<file path="src/verilog/core_defs.svh">
`ifndef CORE_DEFS_SVH
`define CORE_DEFS_SVH

// datapath widths
`define XLEN        32
`define REG_ADDR_W  5

// first fetch address after reset
`define RESET_PC    32'h0000_0000

// execute cycles taken by one MUL
`define MUL_CYCLES  32

// opcode field values, inst[6:0]
`define OPC_OP      7'b0110011
`define OPC_OP_IMM  7'b0010011
`define OPC_LUI     7'b0110111
`define OPC_BRANCH  7'b1100011
`define OPC_JAL     7'b1101111

`endif
</file>
<file path="src/verilog/core_pkg.sv">
`default_nettype none

`include "core_defs.svh"

package core_pkg;

    typedef logic [`XLEN-1:0]       word_t;
    typedef logic [`REG_ADDR_W-1:0] reg_addr_t;

    typedef enum logic [2:0] {
        ALU_ADD,
        ALU_SUB,
        ALU_AND,
        ALU_OR,
        ALU_XOR,
        ALU_SLT,
        ALU_PASS,
        ALU_MUL
    } alu_op_t;

    typedef enum logic [2:0] {
        BR_NONE,
        BR_EQ,
        BR_NE,
        BR_LT,
        BR_JAL
    } br_op_t;

    typedef struct packed {
        alu_op_t   alu_op;
        br_op_t    br_op;
        logic      use_imm;
        logic      rf_wen;
        reg_addr_t rd;
    } ctrl_t;

    typedef struct packed {
        logic      valid;
        reg_addr_t rd;
        word_t     data;
    } fwd_t;

    ////////////////////////////////////////
    // stage payloads

    typedef struct packed {
        word_t pc;
        word_t inst;
    } id_pay_t;

    // inst kept for the rs1/rs2 fields
    typedef struct packed {
        word_t pc;
        word_t inst;
        ctrl_t ctrl;
        word_t imm;
    } ds_pay_t;

    typedef struct packed {
        word_t pc;
        ctrl_t ctrl;
        word_t op1;
        word_t op2;
        word_t rs2;
    } ex_pay_t;

    typedef struct packed {
        logic      rf_wen;
        reg_addr_t rd;
        word_t     data;
    } wb_pay_t;

endpackage

`default_nettype wire

</file>
<file path="src/verilog/core_top.sv">
`default_nettype none
`timescale 1ns/1ps

module core_top (
    input  wire                  clk,
    input  wire                  arst_n_i,
    input  wire                  fetch_valid_i,
    input  wire core_pkg::word_t fetch_pc_i,
    input  wire core_pkg::word_t fetch_inst_i,
    output logic                 fetch_ready_o,
    output logic                 redirect_valid_o,
    output core_pkg::word_t      redirect_addr_o,
    output logic                 retire_valid_o,
    output core_pkg::reg_addr_t  retire_rd_o,
    output core_pkg::word_t      retire_data_o
);
    import core_pkg::*;

    // decode
    logic    id_valid;
    id_pay_t id_in;
    id_pay_t id_pay;
    ctrl_t   id_ctrl;
    word_t   id_imm;
    logic    id_flush;
    logic    id_stall;
    logic    id_load;

    // operand
    logic    ds_valid;
    ds_pay_t ds_in;
    ds_pay_t ds_pay;
    logic    ds_stall;

    // execute
    logic    ex_valid;
    logic    ex_is_new;
    ex_pay_t ex_in;
    ex_pay_t ex_pay;
    word_t   ex_result;
    logic    ex_taken;
    word_t   ex_target;
    logic    ex_mul_busy;
    logic    ex_stall;
    logic    br_fail;
    logic    br_wait;

    // writeback
    logic    wb_valid;
    wb_pay_t wb_in;
    wb_pay_t wb_pay;
    word_t   regs [32];
    fwd_t    fw_ex;
    fwd_t    fw_wb;

    ////////////////////////////////////////
    // stall chain and flush

    assign ex_stall      = ex_mul_busy | br_wait | br_fail;
    assign ds_stall      = ds_valid & ex_stall;
    assign id_stall      = id_valid & ds_stall;
    assign fetch_ready_o = !id_stall;

    // decode is cleared on the detect edge and again on the redirect edge
    assign id_flush = br_fail | redirect_valid_o;
    assign id_load  = fetch_valid_i & fetch_ready_o & !id_flush;

    ////////////////////////////////////////
    // stages

    assign id_in = '{pc: fetch_pc_i, inst: fetch_inst_i};

    pipe_stage #(.payload_t(id_pay_t)) u_id_stage (
        .clk      (clk),
        .arst_n_i (arst_n_i),
        .flush_i  (id_flush),
        .hold_i   (id_stall),
        .bubble_i (1'b0),
        .valid_i  (fetch_valid_i),
        .data_i   (id_in),
        .valid_o  (id_valid),
        .is_new_o (),
        .data_o   (id_pay)
    );

    inst_decoder u_decoder (
        .inst_i (id_pay.inst),
        .ctrl_o (id_ctrl),
        .imm_o  (id_imm)
    );

    assign ds_in = '{pc: id_pay.pc, inst: id_pay.inst, ctrl: id_ctrl, imm: id_imm};

    pipe_stage #(.payload_t(ds_pay_t)) u_ds_stage (
        .clk      (clk),
        .arst_n_i (arst_n_i),
        .flush_i  (br_fail),
        .hold_i   (ds_stall),
        .bubble_i (1'b0),
        .valid_i  (id_valid),
        .data_i   (ds_in),
        .valid_o  (ds_valid),
        .is_new_o (),
        .data_o   (ds_pay)
    );

    assign fw_ex = '{valid: ex_valid & ex_pay.ctrl.rf_wen, rd: ex_pay.ctrl.rd,
                     data: ex_result};
    assign fw_wb = '{valid: wb_valid & wb_pay.rf_wen, rd: wb_pay.rd, data: wb_pay.data};

    assign ex_in.pc   = ds_pay.pc;
    assign ex_in.ctrl = ds_pay.ctrl;

    operand_select u_operand_select (
        .regs_i  (regs),
        .ctrl_i  (ds_pay.ctrl),
        .inst_i  (ds_pay.inst),
        .imm_i   (ds_pay.imm),
        .fw_ex_i (fw_ex),
        .fw_wb_i (fw_wb),
        .op1_o   (ex_in.op1),
        .op2_o   (ex_in.op2),
        .rs2_o   (ex_in.rs2)
    );

    // the operand stage only holds behind a held execute stage
    pipe_stage #(.payload_t(ex_pay_t)) u_ex_stage (
        .clk      (clk),
        .arst_n_i (arst_n_i),
        .flush_i  (1'b0),
        .hold_i   (ex_stall),
        .bubble_i (1'b0),
        .valid_i  (ds_valid),
        .data_i   (ex_in),
        .valid_o  (ex_valid),
        .is_new_o (ex_is_new),
        .data_o   (ex_pay)
    );

    execute_unit u_execute (
        .clk        (clk),
        .arst_n_i   (arst_n_i),
        .valid_i    (ex_valid),
        .is_new_i   (ex_is_new),
        .pay_i      (ex_pay),
        .result_o   (ex_result),
        .taken_o    (ex_taken),
        .target_o   (ex_target),
        .mul_busy_o (ex_mul_busy)
    );

    branch_redirect u_branch_redirect (
        .clk              (clk),
        .arst_n_i         (arst_n_i),
        .ex_valid_i       (ex_valid),
        .ex_is_new_i      (ex_is_new),
        .ex_pc_i          (ex_pay.pc),
        .taken_i          (ex_taken),
        .target_i         (ex_target),
        .ds_valid_i       (ds_valid),
        .ds_pc_i          (ds_pay.pc),
        .id_valid_i       (id_valid),
        .id_pc_i          (id_pay.pc),
        .id_load_i        (id_load),
        .fail_o           (br_fail),
        .wait_o           (br_wait),
        .redirect_valid_o (redirect_valid_o),
        .redirect_addr_o  (redirect_addr_o)
    );

    assign wb_in = '{rf_wen: ex_pay.ctrl.rf_wen, rd: ex_pay.ctrl.rd, data: ex_result};

    // held execute leaves a bubble and writeback never stalls
    pipe_stage #(.payload_t(wb_pay_t)) u_wb_stage (
        .clk      (clk),
        .arst_n_i (arst_n_i),
        .flush_i  (1'b0),
        .hold_i   (1'b0),
        .bubble_i (ex_stall),
        .valid_i  (ex_valid),
        .data_i   (wb_in),
        .valid_o  (wb_valid),
        .is_new_o (),
        .data_o   (wb_pay)
    );

    reg_file u_reg_file (
        .clk      (clk),
        .arst_n_i (arst_n_i),
        .wen_i    (wb_valid & wb_pay.rf_wen),
        .waddr_i  (wb_pay.rd),
        .wdata_i  (wb_pay.data),
        .regs_o   (regs)
    );

    ////////////////////////////////////////
    // retire port

    assign retire_valid_o = wb_valid & wb_pay.rf_wen & (wb_pay.rd != '0);
    assign retire_rd_o    = wb_pay.rd;
    assign retire_data_o  = wb_pay.data;

endmodule

`default_nettype wire

</file>
<file path="src/verilog/branch_redirect.sv">
`default_nettype none
`timescale 1ns/1ps

`include "core_defs.svh"

module branch_redirect (
    input  wire                  clk,
    input  wire                  arst_n_i,
    input  wire                  ex_valid_i,
    input  wire                  ex_is_new_i,
    input  wire core_pkg::word_t ex_pc_i,
    input  wire                  taken_i,
    input  wire core_pkg::word_t target_i,
    input  wire                  ds_valid_i,
    input  wire core_pkg::word_t ds_pc_i,
    input  wire                  id_valid_i,
    input  wire core_pkg::word_t id_pc_i,
    input  wire                  id_load_i,
    output logic                 fail_o,
    output logic                 wait_o,
    output logic                 redirect_valid_o,
    output core_pkg::word_t      redirect_addr_o
);
    import core_pkg::*;

    word_t next_pc;
    logic  checked_q;
    logic  unchecked;

    assign next_pc = taken_i ? target_i : ex_pc_i + word_t'(4);

    // a new instruction in execute is always checked
    assign unchecked = ex_valid_i & (ex_is_new_i | !checked_q);

    // compare with the next younger instruction
    assign fail_o = unchecked & (ds_valid_i ? ds_pc_i != next_pc :
                                 id_valid_i & (id_pc_i != next_pc));
    assign wait_o = unchecked & !ds_valid_i & !id_valid_i;

    always_ff @(posedge clk or negedge arst_n_i) begin
        if (!arst_n_i) begin
            checked_q        <= 1'b0;
            redirect_valid_o <= 1'b0;
            redirect_addr_o  <= `RESET_PC;
        end else begin
            if (fail_o) begin
                checked_q <= 1'b1;
            end else if (id_load_i) begin
                checked_q <= 1'b0;
            end
            // keeps fetch off the execute compare path
            redirect_valid_o <= fail_o;
            redirect_addr_o  <= next_pc;
        end
    end

endmodule

`default_nettype wire

</file>
<file path="src/verilog/execute_unit.sv">
`default_nettype none
`timescale 1ns/1ps

`include "core_defs.svh"

module execute_unit (
    input  wire                   clk,
    input  wire                   arst_n_i,
    input  wire                   valid_i,
    input  wire                   is_new_i,
    input  wire core_pkg::ex_pay_t pay_i,
    output core_pkg::word_t       result_o,
    output logic                  taken_o,
    output core_pkg::word_t       target_o,
    output logic                  mul_busy_o
);
    import core_pkg::*;

    localparam int CNT_W = $clog2(`MUL_CYCLES);
    localparam logic [CNT_W-1:0] LAST_STEP = CNT_W'(`MUL_CYCLES - 1);

    ////////////////////////////////////////
    // shift-add multiplier

    logic             is_mul;
    logic             mul_first;
    logic             mul_step;
    logic [CNT_W-1:0] cnt_q;
    logic [CNT_W-1:0] cur_cnt;
    word_t            acc_q;
    word_t            cand_q;
    word_t            plier_q;
    word_t            cur_acc;
    word_t            cur_cand;
    word_t            cur_plier;
    word_t            mul_sum;

    assign is_mul    = pay_i.ctrl.alu_op == ALU_MUL;
    assign mul_first = valid_i & is_new_i & is_mul;

    // first cycle works straight from the operands
    assign cur_cnt   = mul_first ? '0 : cnt_q;
    assign cur_acc   = mul_first ? '0 : acc_q;
    assign cur_cand  = mul_first ? pay_i.op1 : cand_q;
    assign cur_plier = mul_first ? pay_i.op2 : plier_q;
    assign mul_sum   = cur_acc + (cur_plier[0] ? cur_cand : '0);

    // done on the last step, stays done while held
    assign mul_step   = valid_i & is_mul & (cur_cnt != LAST_STEP);
    assign mul_busy_o = mul_step;

    always_ff @(posedge clk or negedge arst_n_i) begin
        if (!arst_n_i) begin
            cnt_q <= '0;
        end else if (mul_step) begin
            cnt_q <= cur_cnt + 1'b1;
        end
    end

    always_ff @(posedge clk) begin
        if (mul_step) begin
            acc_q   <= mul_sum;
            cand_q  <= cur_cand << 1;
            plier_q <= cur_plier >> 1;
        end
    end

    ////////////////////////////////////////
    // alu and branch

    always_comb begin
        case (pay_i.ctrl.alu_op)
            ALU_ADD:  result_o = pay_i.op1 + pay_i.op2;
            ALU_SUB:  result_o = pay_i.op1 - pay_i.op2;
            ALU_AND:  result_o = pay_i.op1 & pay_i.op2;
            ALU_OR:   result_o = pay_i.op1 | pay_i.op2;
            ALU_XOR:  result_o = pay_i.op1 ^ pay_i.op2;
            ALU_SLT:  result_o = word_t'($signed(pay_i.op1) < $signed(pay_i.op2));
            ALU_PASS: result_o = pay_i.op2;
            default:  result_o = mul_sum;
        endcase
        // link value
        if (pay_i.ctrl.br_op == BR_JAL) begin
            result_o = pay_i.pc + word_t'(4);
        end
    end

    always_comb begin
        case (pay_i.ctrl.br_op)
            BR_EQ:   taken_o = pay_i.op1 == pay_i.rs2;
            BR_NE:   taken_o = pay_i.op1 != pay_i.rs2;
            BR_LT:   taken_o = $signed(pay_i.op1) < $signed(pay_i.rs2);
            BR_JAL:  taken_o = 1'b1;
            default: taken_o = 1'b0;
        endcase
    end

    // op2 holds the B or J offset here
    assign target_o = pay_i.pc + pay_i.op2;

endmodule

`default_nettype wire

</file>
<file path="src/verilog/operand_select.sv">
`default_nettype none
`timescale 1ns/1ps

module operand_select (
    input  wire core_pkg::word_t regs_i [32],
    input  wire core_pkg::ctrl_t ctrl_i,
    input  wire core_pkg::word_t inst_i,
    input  wire core_pkg::word_t imm_i,
    input  wire core_pkg::fwd_t  fw_ex_i,
    input  wire core_pkg::fwd_t  fw_wb_i,
    output core_pkg::word_t      op1_o,
    output core_pkg::word_t      op2_o,
    output core_pkg::word_t      rs2_o
);
    import core_pkg::*;

    reg_addr_t rs1;
    reg_addr_t rs2;
    word_t     rs1_val;
    word_t     rs2_val;

    // youngest producer wins
    function automatic word_t pick(
        input reg_addr_t addr,
        input fwd_t      ex,
        input fwd_t      wb,
        input word_t     rf
    );
        word_t val;
        if (addr == '0) begin
            val = '0;
        end else if (ex.valid && ex.rd == addr) begin
            val = ex.data;
        end else if (wb.valid && wb.rd == addr) begin
            val = wb.data;
        end else begin
            val = rf;
        end
        return val;
    endfunction

    assign rs1 = inst_i[19:15];
    assign rs2 = inst_i[24:20];

    assign rs1_val = pick(rs1, fw_ex_i, fw_wb_i, regs_i[rs1]);
    assign rs2_val = pick(rs2, fw_ex_i, fw_wb_i, regs_i[rs2]);

    assign op1_o = rs1_val;
    assign op2_o = ctrl_i.use_imm ? imm_i : rs2_val;
    assign rs2_o = rs2_val;

endmodule

`default_nettype wire

</file>
<file path="src/verilog/reg_file.sv">
`default_nettype none
`timescale 1ns/1ps

`include "core_defs.svh"

module reg_file (
    input  wire                   clk,
    input  wire                   arst_n_i,
    input  wire                   wen_i,
    input  wire [`REG_ADDR_W-1:0] waddr_i,
    input  wire [`XLEN-1:0]       wdata_i,
    output logic [`XLEN-1:0]      regs_o [32]
);

    // x1..x31, x0 is hardwired
    logic [`XLEN-1:0] mem_q [1:31];

    always_ff @(posedge clk or negedge arst_n_i) begin
        if (!arst_n_i) begin
            for (int i = 1; i < 32; i++) begin
                mem_q[i] <= '0;
            end
        end else if (wen_i && waddr_i != '0) begin
            mem_q[waddr_i] <= wdata_i;
        end
    end

    always_comb begin
        regs_o[0] = '0;
        for (int i = 1; i < 32; i++) begin
            regs_o[i] = mem_q[i];
        end
    end

endmodule

`default_nettype wire

</file>
<file path="src/verilog/inst_decoder.sv">
`default_nettype none
`timescale 1ns/1ps

`include "core_defs.svh"

module inst_decoder (
    input  wire core_pkg::word_t inst_i,
    output core_pkg::ctrl_t      ctrl_o,
    output core_pkg::word_t      imm_o
);
    import core_pkg::*;

    logic [6:0] opcode;
    logic [2:0] funct3;
    logic [6:0] funct7;
    word_t      imm_i_w;
    word_t      imm_b_w;
    word_t      imm_j_w;
    word_t      imm_u_w;

    assign opcode = inst_i[6:0];
    assign funct3 = inst_i[14:12];
    assign funct7 = inst_i[31:25];

    assign imm_i_w = {{20{inst_i[31]}}, inst_i[31:20]};
    assign imm_b_w = {{19{inst_i[31]}}, inst_i[31], inst_i[7], inst_i[30:25],
                      inst_i[11:8], 1'b0};
    assign imm_j_w = {{11{inst_i[31]}}, inst_i[31], inst_i[19:12], inst_i[20],
                      inst_i[30:21], 1'b0};
    assign imm_u_w = {inst_i[31:12], 12'b0};

    always_comb begin
        // unknown encodings fall out as a no-op
        ctrl_o = '{alu_op: ALU_ADD, br_op: BR_NONE, use_imm: 1'b0,
                   rf_wen: 1'b0, rd: inst_i[11:7]};
        imm_o  = imm_i_w;
        case (opcode)
            `OPC_OP: begin
                ctrl_o.rf_wen = 1'b1;
                case ({funct7, funct3})
                    {7'b0000000, 3'b000}: ctrl_o.alu_op = ALU_ADD;
                    {7'b0100000, 3'b000}: ctrl_o.alu_op = ALU_SUB;
                    {7'b0000000, 3'b111}: ctrl_o.alu_op = ALU_AND;
                    {7'b0000000, 3'b110}: ctrl_o.alu_op = ALU_OR;
                    {7'b0000000, 3'b100}: ctrl_o.alu_op = ALU_XOR;
                    {7'b0000000, 3'b010}: ctrl_o.alu_op = ALU_SLT;
                    {7'b0000001, 3'b000}: ctrl_o.alu_op = ALU_MUL;
                    default:              ctrl_o.rf_wen = 1'b0;
                endcase
            end
            `OPC_OP_IMM: begin
                ctrl_o.rf_wen  = 1'b1;
                ctrl_o.use_imm = 1'b1;
                case (funct3)
                    3'b000:  ctrl_o.alu_op = ALU_ADD;
                    3'b111:  ctrl_o.alu_op = ALU_AND;
                    3'b110:  ctrl_o.alu_op = ALU_OR;
                    3'b100:  ctrl_o.alu_op = ALU_XOR;
                    default: ctrl_o.rf_wen = 1'b0;
                endcase
            end
            `OPC_LUI: begin
                ctrl_o.alu_op  = ALU_PASS;
                ctrl_o.use_imm = 1'b1;
                ctrl_o.rf_wen  = 1'b1;
                imm_o          = imm_u_w;
            end
            `OPC_BRANCH: begin
                // op2 carries the offset, rs2 goes to the compare
                ctrl_o.use_imm = 1'b1;
                imm_o          = imm_b_w;
                case (funct3)
                    3'b000:  ctrl_o.br_op = BR_EQ;
                    3'b001:  ctrl_o.br_op = BR_NE;
                    3'b100:  ctrl_o.br_op = BR_LT;
                    default: ctrl_o.br_op = BR_NONE;
                endcase
            end
            `OPC_JAL: begin
                ctrl_o.br_op   = BR_JAL;
                ctrl_o.use_imm = 1'b1;
                ctrl_o.rf_wen  = 1'b1;
                imm_o          = imm_j_w;
            end
            default: ;
        endcase
    end

endmodule

`default_nettype wire

</file>
<file path="src/verilog/pipe_stage.sv">
`default_nettype none
`timescale 1ns/1ps

module pipe_stage #(
    parameter type payload_t = core_pkg::word_t
) (
    input  wire           clk,
    input  wire           arst_n_i,
    input  wire           flush_i,
    input  wire           hold_i,
    input  wire           bubble_i,
    input  wire           valid_i,
    input  wire payload_t data_i,
    output logic          valid_o,
    output logic          is_new_o,
    output payload_t      data_o
);

    // flush > hold > bubble > capture
    always_ff @(posedge clk or negedge arst_n_i) begin
        if (!arst_n_i) begin
            valid_o  <= 1'b0;
            is_new_o <= 1'b0;
        end else if (flush_i) begin
            valid_o  <= 1'b0;
            is_new_o <= 1'b1;
        end else if (hold_i) begin
            is_new_o <= 1'b0;
        end else if (bubble_i) begin
            valid_o  <= 1'b0;
            is_new_o <= 1'b1;
        end else begin
            valid_o  <= valid_i;
            is_new_o <= 1'b1;
        end
    end

    always_ff @(posedge clk) begin
        if (!flush_i && !hold_i && !bubble_i) begin
            data_o <= data_i;
        end
    end

endmodule

`default_nettype wire

</file>
<file path="config.mk">
export PLATFORM = sky130hd
export DESIGN_NAME = core_top
export DESIGN_NICKNAME = d
export VERILOG_FILES = /design/src/verilog/core_pkg.sv /design/src/verilog/core_top.sv /design/src/verilog/branch_redirect.sv /design/src/verilog/execute_unit.sv /design/src/verilog/operand_select.sv /design/src/verilog/reg_file.sv /design/src/verilog/inst_decoder.sv /design/src/verilog/pipe_stage.sv
export VERILOG_INCLUDE_DIRS = /design/src /design/src/verilog
export SDC_FILE = /design/constraint.sdc
export NUM_CORES = 2
export LEC_CHECK = 0
export ABC_CLOCK_PERIOD_IN_PS = 37500
export BUFFER_PORTS_ARGS = -buffer_cell sky130_fd_sc_hd__buf_2
export CAP_MARGIN = 20
export CELL_PAD_IN_SITES_DETAIL_PLACEMENT = 1
export CELL_PAD_IN_SITES_GLOBAL_PLACEMENT = 1
export CORE_MARGIN = 5
export CORE_UTILIZATION = 30
export DETAILED_ROUTE_END_ITERATION = 6
export PLACE_DENSITY_LB_ADDON = 0.1
export SYNTH_ARGS = -nofsm -noshare
export SYNTH_HDL_FRONTEND = slang
export SYNTH_HIERARCHICAL = 1
export SYNTH_SLANG_ARGS = --single-unit
</file>
<file path="constraint.sdc">
create_clock -name clk -period 37.5 [get_ports clk]
set_clock_uncertainty 0.15 [all_clocks]
set_input_delay 5.625 -clock clk [delete_from_list [all_inputs] [get_ports clk]]
set_output_delay 5.625 -clock clk [all_outputs]
set_load 0.02 [all_outputs]
</file>
Word-level counts from Yosys, hierarchy flattened
Index checks and enable logic that the tools add are counted.
Widths: inputs -> output; s select.
- bits in writable memories: 0
- input bits: 67
- bits in registers: 1474
- memories kept: 0
- word-level logic and storage cells: 209
- bits in latches: 0
- ROM bits: 0
- muxes and demuxes: 43
- shifts and indexed selects: 0
- div/mod/pow operators: 0
- bitwise logic cells: 26
- multiply operators: 0
- add/sub/neg operators: 6
- eq/ne operators: 37
- reduce and logical (&&, ||, !) cells: 26
- order comparisons: 6
- operators with widths (kind ; number):
    $bwmux 992 ; 1
    $mux 32 ; 16
    $bmux 32 s5 ; 2
    $pmux 32 s7 ; 1
    $demux 32 s5 ; 1
    $add 32x32->32 ; 3
    $ne 32x32->1 ; 3
    $pmux 31 s3 ; 1
    $lt 32x32->1 ; 2
    $add 32x3->32 const B ; 1
    $and 32x32->32 ; 1
    $eq 32x32->1 ; 1
    $or 32x32->32 ; 1
    $sub 32x32->32 ; 1
    $xor 32x32->32 ; 1
    $mux 31 ; 1
    $eq 10x3->1 const B ; 3
    $eq 3x3->1 const B ; 8
    $eq 5x5->1 ; 4
    $ge 6x6->1 const B ; 3
    $not 5->6 ; 3
    $pmux 3 s3 ; 2
    $pmux 3 s6 ; 1
    $and 1x1->1 ; 16
    29 further kinds ; 67

Depth between registers and ports, before layout
- word-level depth: 15
- gate-level depth with buffers: 28

By module
The synthesis kept the hierarchy.
- by module, submodules not included (module ; cells each ; instances ; area an instance (µm²)):
    reg_file ; 2256 ; 1 ; 37394.6
    operand_select ; 1575 ; 1 ; 18063.6
    execute_unit ; 1888 ; 1 ; 14565.2
    branch_redirect ; 572 ; 1 ; 4332.9
    pipe_stage at u_ex_stage ; 148 ; 1 ; 4314.1
    pipe_stage at u_ds_stage ; 116 ; 1 ; 3353.2
    pipe_stage at u_id_stage ; 71 ; 1 ; 2001.9
    pipe_stage at u_wb_stage ; 45 ; 1 ; 1221.2
    inst_decoder ; 103 ; 1 ; 737.0
    core_top ; 12 ; 1 ; 77.6

Worst setup path after synthesis
OpenSTA, ideal clock, no wires.
- path kind: reg2reg
- start point: register u_ex_stage/data_o[116] in the netlist's numbering
- end point: register u_ex_stage/data_o[0] in the netlist's numbering, enable pin
- path slack: 22.131 ns
- buffers on the path: 0
- data arrival time: 14.407 ns
- setup time: 0.812 ns
- clock period less this slack: 15.369 ns
- data required time: 36.538 ns
- stages on the path, launching flop included: 22
- cell sequence: edfxtp_1 ha_1 and3_1 nand2_1 o2111a_1 nor2_1 a22oi_1 a21o_1 o31ai_1 a21oi_1 xnor2_1 xnor2_1 o2111ai_1 o41ai_1 nand4_1 a2111oi_0 nand4_1 or4_1 o21ai_1 nor2_1 or3_1 nor3_1
- cells in the longest elaborated chain, start to end: 7
- elaborated cells on any way between the ends: 9
- those cells by class: 2 x add/sub; 2 x eq/ne; 2 x mux; 3 x bitwise
- ends and longest elaborated chain (element ; RTL line ; RTL):
    start: declaration ; pipe_stage.sv:16 ; output payload_t data_o
    start signal: assignment ; pipe_stage.sv:40 ; data_o <= data_i;
    $add 32x32->32 * ; execute_unit.sv:99 ; assign target_o = pay_i.pc + pay_i.op2;
    named net ex_target[31] ; core_top.sv:42 ; word_t ex_target;
    $mux 32 * ; branch_redirect.sv:30 ; assign next_pc = taken_i ? target_i : ex_pc_i + word_t'(4);
    $ne 32x32->1 ; branch_redirect.sv:37 ; id_valid_i & (id_pc_i != next_pc));
    $and 1x1->1 ; branch_redirect.sv:37 ;
    $mux 1 * ; branch_redirect.sv:36 ; assign fail_o = unchecked & (ds_valid_i ? ds_pc_i != next_pc :
    $and 1x1->1 * ; branch_redirect.sv:36 ;
    named net br_fail ; core_top.sv:45 ; logic br_fail;
    $or 1x1->1 * ; core_top.sv:59 ; assign ex_stall = ex_mul_busy | br_wait | br_fail;
    named net ex_stall ; core_top.sv:44 ; logic ex_stall;
The timed path passes the listed nets; every way through them passes the cells marked *.
A chain may end at the register's enable or synchronous reset.

Final worst setup path
- start point: register u_ex_stage/data_o[91] in the netlist's numbering
- end point: output fetch_ready_o
- cells in the longest elaborated chain, start to end: 11
- elaborated cells on any way between the ends: 14
- those cells by class: 1 x order compare; 4 x eq/ne; 3 x mux; 5 x bitwise; 1 x reduce/logical
- ends and longest elaborated chain (element ; RTL line ; RTL):
    $lt 32x32->1 (tied with other cells) ; execute_unit.sv:92 ; BR_LT: taken_o = $signed(pay_i.op1) < $signed(pay_i.rs2);
    $pmux 1 s4 * ; execute_unit.sv:89 ; case (pay_i.ctrl.br_op)
    named net ex_taken ; core_top.sv:41 ; logic ex_taken;
    $mux 32 * ; branch_redirect.sv:30 ;
    named net u_branch_redirect.next_pc[0] ; branch_redirect.sv:26 ; word_t next_pc;
    $ne 32x32->1 ; branch_redirect.sv:37 ;
    $and 1x1->1 ; branch_redirect.sv:37 ;
    $mux 1 * ; branch_redirect.sv:36 ;
    $and 1x1->1 * ; branch_redirect.sv:36 ;
    named net br_fail ; core_top.sv:45 ;
    $or 1x1->1 * ; core_top.sv:59 ;
    $and 1x1->1 * ; core_top.sv:60 ; assign ds_stall = ds_valid & ex_stall;
    $and 1x1->1 * ; core_top.sv:61 ; assign id_stall = id_valid & ds_stall;
    $logic_not 1->1 * ; core_top.sv:62 ; assign fetch_ready_o = !id_stall;
    end: declaration ; core_top.sv:10 ; output logic fetch_ready_o,
Marks and branches as above.

==> run_summary.xml <==
<?xml version="1.0" encoding="UTF-8"?>
<metrics>
  <group name="outcome">
    <metric name="status" unit="">completed</metric>
  </group>
  <group name="critical_path">
    <metric name="r2r-start" unit="">u_ex_stage/data_o[106]</metric>
    <metric name="slowest_delay" unit="ps">850</metric>
    <metric name="crit_end" unit="">fetch_ready_o</metric>
    <metric name="crit_chain" unit="">ha_1 -&gt; nand4_1 -&gt; nor4_1 -&gt; o21ai_0 -&gt; a31oi_1 -&gt; a41oi_1 -&gt; o21ai_4 -&gt; buf_4 -&gt; mux2_2 -&gt; xor2_1 -&gt; or4_1 -&gt; nor4_1 -&gt; nand4_1 -&gt; nor4_1 -&gt; nand4_1 -&gt; nor4_4 -&gt; nor2_1 -&gt; o311ai_2 -&gt; buf_2</metric>
    <metric name="worstPathArrival" unit="ps">8420</metric>
    <metric name="timing.critical_path.slowest_stage_cell" unit="">o21ai_4</metric>
    <metric name="crit_type" unit="">register to output pin</metric>
    <metric name="critPathCaptureType" unit="">output pin</metric>
    <metric name="worstPathMaxFanout" unit="">64</metric>
    <metric name="rr_endpoint" unit="">u_ex_stage/data_o[55]</metric>
    <metric name="cp-start-kind" unit="">register</metric>
    <metric name="worstSetupStartpoint" unit="">u_ex_stage/data_o[91]</metric>
    <metric name="worst_ep_required_time" unit="ps">31720</metric>
    <metric name="regToRegSetupSlack" unit="ps">27400</metric>
    <metric name="worst-r2r-cell-count" unit="">27</metric>
  </group>
  <group name="final_layout">
    <metric name="area_growth_syn_to_layout" unit="%">12.88</metric>
    <metric name="layoutNonFillerInstCount" unit="">10640</metric>
    <metric name="layout.nets" unit="">7020</metric>
    <metric name="drive_gt1_share" unit="%">32.47</metric>
    <metric name="fin_util" unit="%">34.07</metric>
    <metric name="n_fill_cell" unit="">29840</metric>
    <metric name="finalInstanceArea" unit="um^2">96260</metric>
  </group>
  <group name="timing">
    <metric name="max_slew_margin" unit="%">17.43</metric>
    <metric name="fin_tns_setup" unit="ps">0</metric>
    <metric name="timing.fmax" unit="GHz">0.07043</metric>
    <metric name="finalMaxSlewViolations" unit="">0</metric>
    <metric name="grt_setup_unrepaired" unit="">no</metric>
    <metric name="worst_slack" unit="ps">23300</metric>
    <metric name="period_share" unit="%">37.86</metric>
    <metric name="hold_slack" unit="ps">264.5</metric>
    <metric name="max_slew.worst_pin.slew" unit="ps">1239</metric>
    <metric name="post-route-min-period" unit="ps">14200</metric>
    <metric name="hold_violations" unit="">0</metric>
    <metric name="finalSetupViolations" unit="">0</metric>
  </group>
  <group name="routing">
    <metric name="route.antenna.remaining_nets" unit="">0</metric>
    <metric name="routedLengthMet1" unit="um">162600</metric>
    <metric name="length_of_routed_met2_wiring" unit="um">180500</metric>
    <metric name="detail_route.vias_per_cell" unit="">5.783</metric>
    <metric name="routedWlPerCell" unit="um">35.30</metric>
    <metric name="drcViolationCount" unit="">0</metric>
    <metric name="dr.max_layer_used" unit="">met5</metric>
    <metric name="detailedRoute.firstPassIterationCount" unit="">6</metric>
    <metric name="vias" unit="">61520</metric>
    <metric name="initialDrtViolationCount" unit="">4820</metric>
    <metric name="route.final.wire_length" unit="um">375600</metric>
    <metric name="wl_met3" unit="um">18250</metric>
  </group>
  <group name="pwr">
    <metric name="switchingPower" unit="mW">1.130</metric>
    <metric name="p_int" unit="mW">2.924</metric>
    <metric name="sequential_power_share" unit="%">42.3</metric>
    <metric name="power.static_leakage" unit="nW">41.43</metric>
    <metric name="comb_power_share" unit="%">11.8</metric>
    <metric name="max-vdd-ir-drop" unit="mV">0.03249</metric>
    <metric name="clockPowerShare" unit="%">45.9</metric>
    <metric name="swShare" unit="%">27.87</metric>
    <metric name="power.density" unit="nW/um^2">42.11</metric>
    <metric name="p_total" unit="mW">4.054</metric>
  </group>
  <group name="placed_design">
    <metric name="dp_worst_setup_slack" unit="ps">24210</metric>
    <metric name="placed_cells_incl_taps" unit="">10290</metric>
    <metric name="place_congestion" unit="">0.9003</metric>
    <metric name="detailedPlacementHpwl" unit="um">243900</metric>
    <metric name="buffer_ports.inserted" unit="">138</metric>
    <metric name="placed_cell_area" unit="um^2">89960</metric>
  </group>
  <group name="clock_network">
    <metric name="cts.clk_slew.worst_paths" unit="ps">60</metric>
    <metric name="cts_hold_buf" unit="">0</metric>
    <metric name="postCtsSetupBuffers" unit="">0</metric>
    <metric name="clk_path_buf_depth" unit="">4</metric>
    <metric name="tritoncts" unit="">done</metric>
    <metric name="cts-buffers-inserted" unit="">188</metric>
    <metric name="cts_root_buf" unit="">clkbuf_16</metric>
    <metric name="clkSinkCount" unit="">1459</metric>
    <metric name="worst_skew_pair.late_latency" unit="ps">880</metric>
    <metric name="cts-resized-gates" unit="">0</metric>
    <metric name="max_h_tree_level" unit="">4</metric>
  </group>
  <group name="grt">
    <metric name="maximum_number_of_pins_on_one_net_before_global_route_repair" unit="">168</metric>
    <metric name="grt_pass1_vias" unit="">65030</metric>
    <metric name="grt_first_pass_wirelength" unit="um">529400</metric>
    <metric name="gr-usage-all-layers" unit="%">25.01</metric>
    <metric name="globalRoute.totalOverflow" unit="">0</metric>
    <metric name="antenna_found_initial" unit="">29</metric>
  </group>
  <group name="run">
    <metric name="drv_cap" unit="">0</metric>
  </group>
  <group name="logic_synthesis">
    <metric name="synth.yosys.warnings" unit="">6</metric>
    <metric name="synth_cells" unit="">6757</metric>
    <metric name="synth.cell_area" unit="um^2">85270</metric>
    <metric name="synth.avg_cell_area" unit="um^2">12.62</metric>
  </group>
  <group name="die">
    <metric name="ioPinCount" unit="">139</metric>
    <metric name="initial_utilization" unit="%">30.18</metric>
    <metric name="core-area" unit="um^2">282500</metric>
    <metric name="floorplan.rows" unit="">195</metric>
    <metric name="die_width" unit="um">543.1</metric>
    <metric name="fp.dieArea" unit="um^2">295000</metric>
    <metric name="die_y" unit="um">543.1</metric>
  </group>
  <group name="hold_path">
    <metric name="min_path_type" unit="">register to register</metric>
  </group>
</metrics>
[metal layers]
| layer | GRT usage, % | up-vias |
|---|---|---|
| met3 | 3.819 | 575 |
| li1 | - | 25820 |
| met1 | 33.08 | 33370 |
| met2 | 41.87 | 1748 |
| met5 | 0 | - |
| met4 | 8.468 | 10 |
[final cells by class]
cell class              instances  area, um^2  area share [%]
clock inverters                67       810.8          0.8423
inverters                     181       680.7          0.7071
clock buffers                 272        5426           5.637
flip-flops and latches       1459       38630           40.13
repair buffers                353        2506           2.604
multi-input cells            4555       43500           45.19
well taps                    3743        4683           4.865
diodes                          9       22.52         0.02340
[critical path, delay by kind of cell, from the launching register on]
| kind | cells | cell delay [ps] |
|---|---|---|
| DFF | 1 | 450 |
| xor gates and xnor gates | 1 | 150 |
| adders and majority gates | 1 | 350 |
| buffers and inverters | 2 | 910 |
| AOI/OAI and AO/OA | 5 | 2030 |
| muxes | 1 | 440 |
| and+or+nand+nor | 9 | 3160 |
[registers in the layout, summed over array words and instances, names as in the netlist]
register / count
u_execute/plier_q: 31
u_branch_redirect/redirect_addr_o: 32
u_ex_stage/data_o: 140
u_ds_stage/valid_o: 1
u_ex_stage/is_new_o: 1
u_wb_stage/valid_o: 1
u_ds_stage/data_o: 87
u_execute/acc_q: 32
u_execute/cnt_q: 5
u_branch_redirect/checked_q: 1
u_ex_stage/valid_o: 1
u_execute/cand_q: 31
u_id_stage/data_o: 64
u_wb_stage/data_o: 38
u_reg_file/regs_o: 992
u_id_stage/valid_o: 1
u_branch_redirect/redirect_valid_o: 1
[cell usage in the layout, fill, tap and decap left out, drive strengths merged, types with 184 or more instances in the layout]
cell    count
inv       184
mux2i     287
mux2     1105
dfrtp    1036
nor2      200
mux4      381
clkbuf    272
nand2     271
o21ai     243
edfxtp    423
a21oi     244
buf       353
ha        211
[power groups by stage]
| stage | sequential [mW] | combinational (mW) | clock [mW] |
|---|---|---|---|
| floorplan | 1.74 | 0.258 | 0 |
| global placement | 1.74 | 0.474 | 0 |
| detailed placement | 1.74 | 0.475 | 0 |
| CTS | 1.72 | 0.477 | 1.92 |
| global route | 1.72 | 0.505 | 1.98 |
| finish | 1.71 | 0.478 | 1.86 |
[worst min-delay path by stage]
stage                           from                     end  slack (ps)  cells past startpoint
2_1_floorplan  u_ds_stage/data_o[36]  u_ex_stage/data_o[100]         250                      0
3_3_place_gp   u_ds_stage/data_o[37]  u_ex_stage/data_o[101]         250                      0
3_5_place_dp   u_ds_stage/data_o[42]  u_ex_stage/data_o[106]         260                      0
4_1_cts        u_ds_stage/data_o[32]   u_ex_stage/data_o[96]         260                      0
5_1_grt        u_ds_stage/data_o[32]   u_ex_stage/data_o[96]         270                      0
6_report       u_ds_stage/data_o[32]   u_ex_stage/data_o[96]         260                      0
Note: power is estimated with default switching activity, not from simulation.
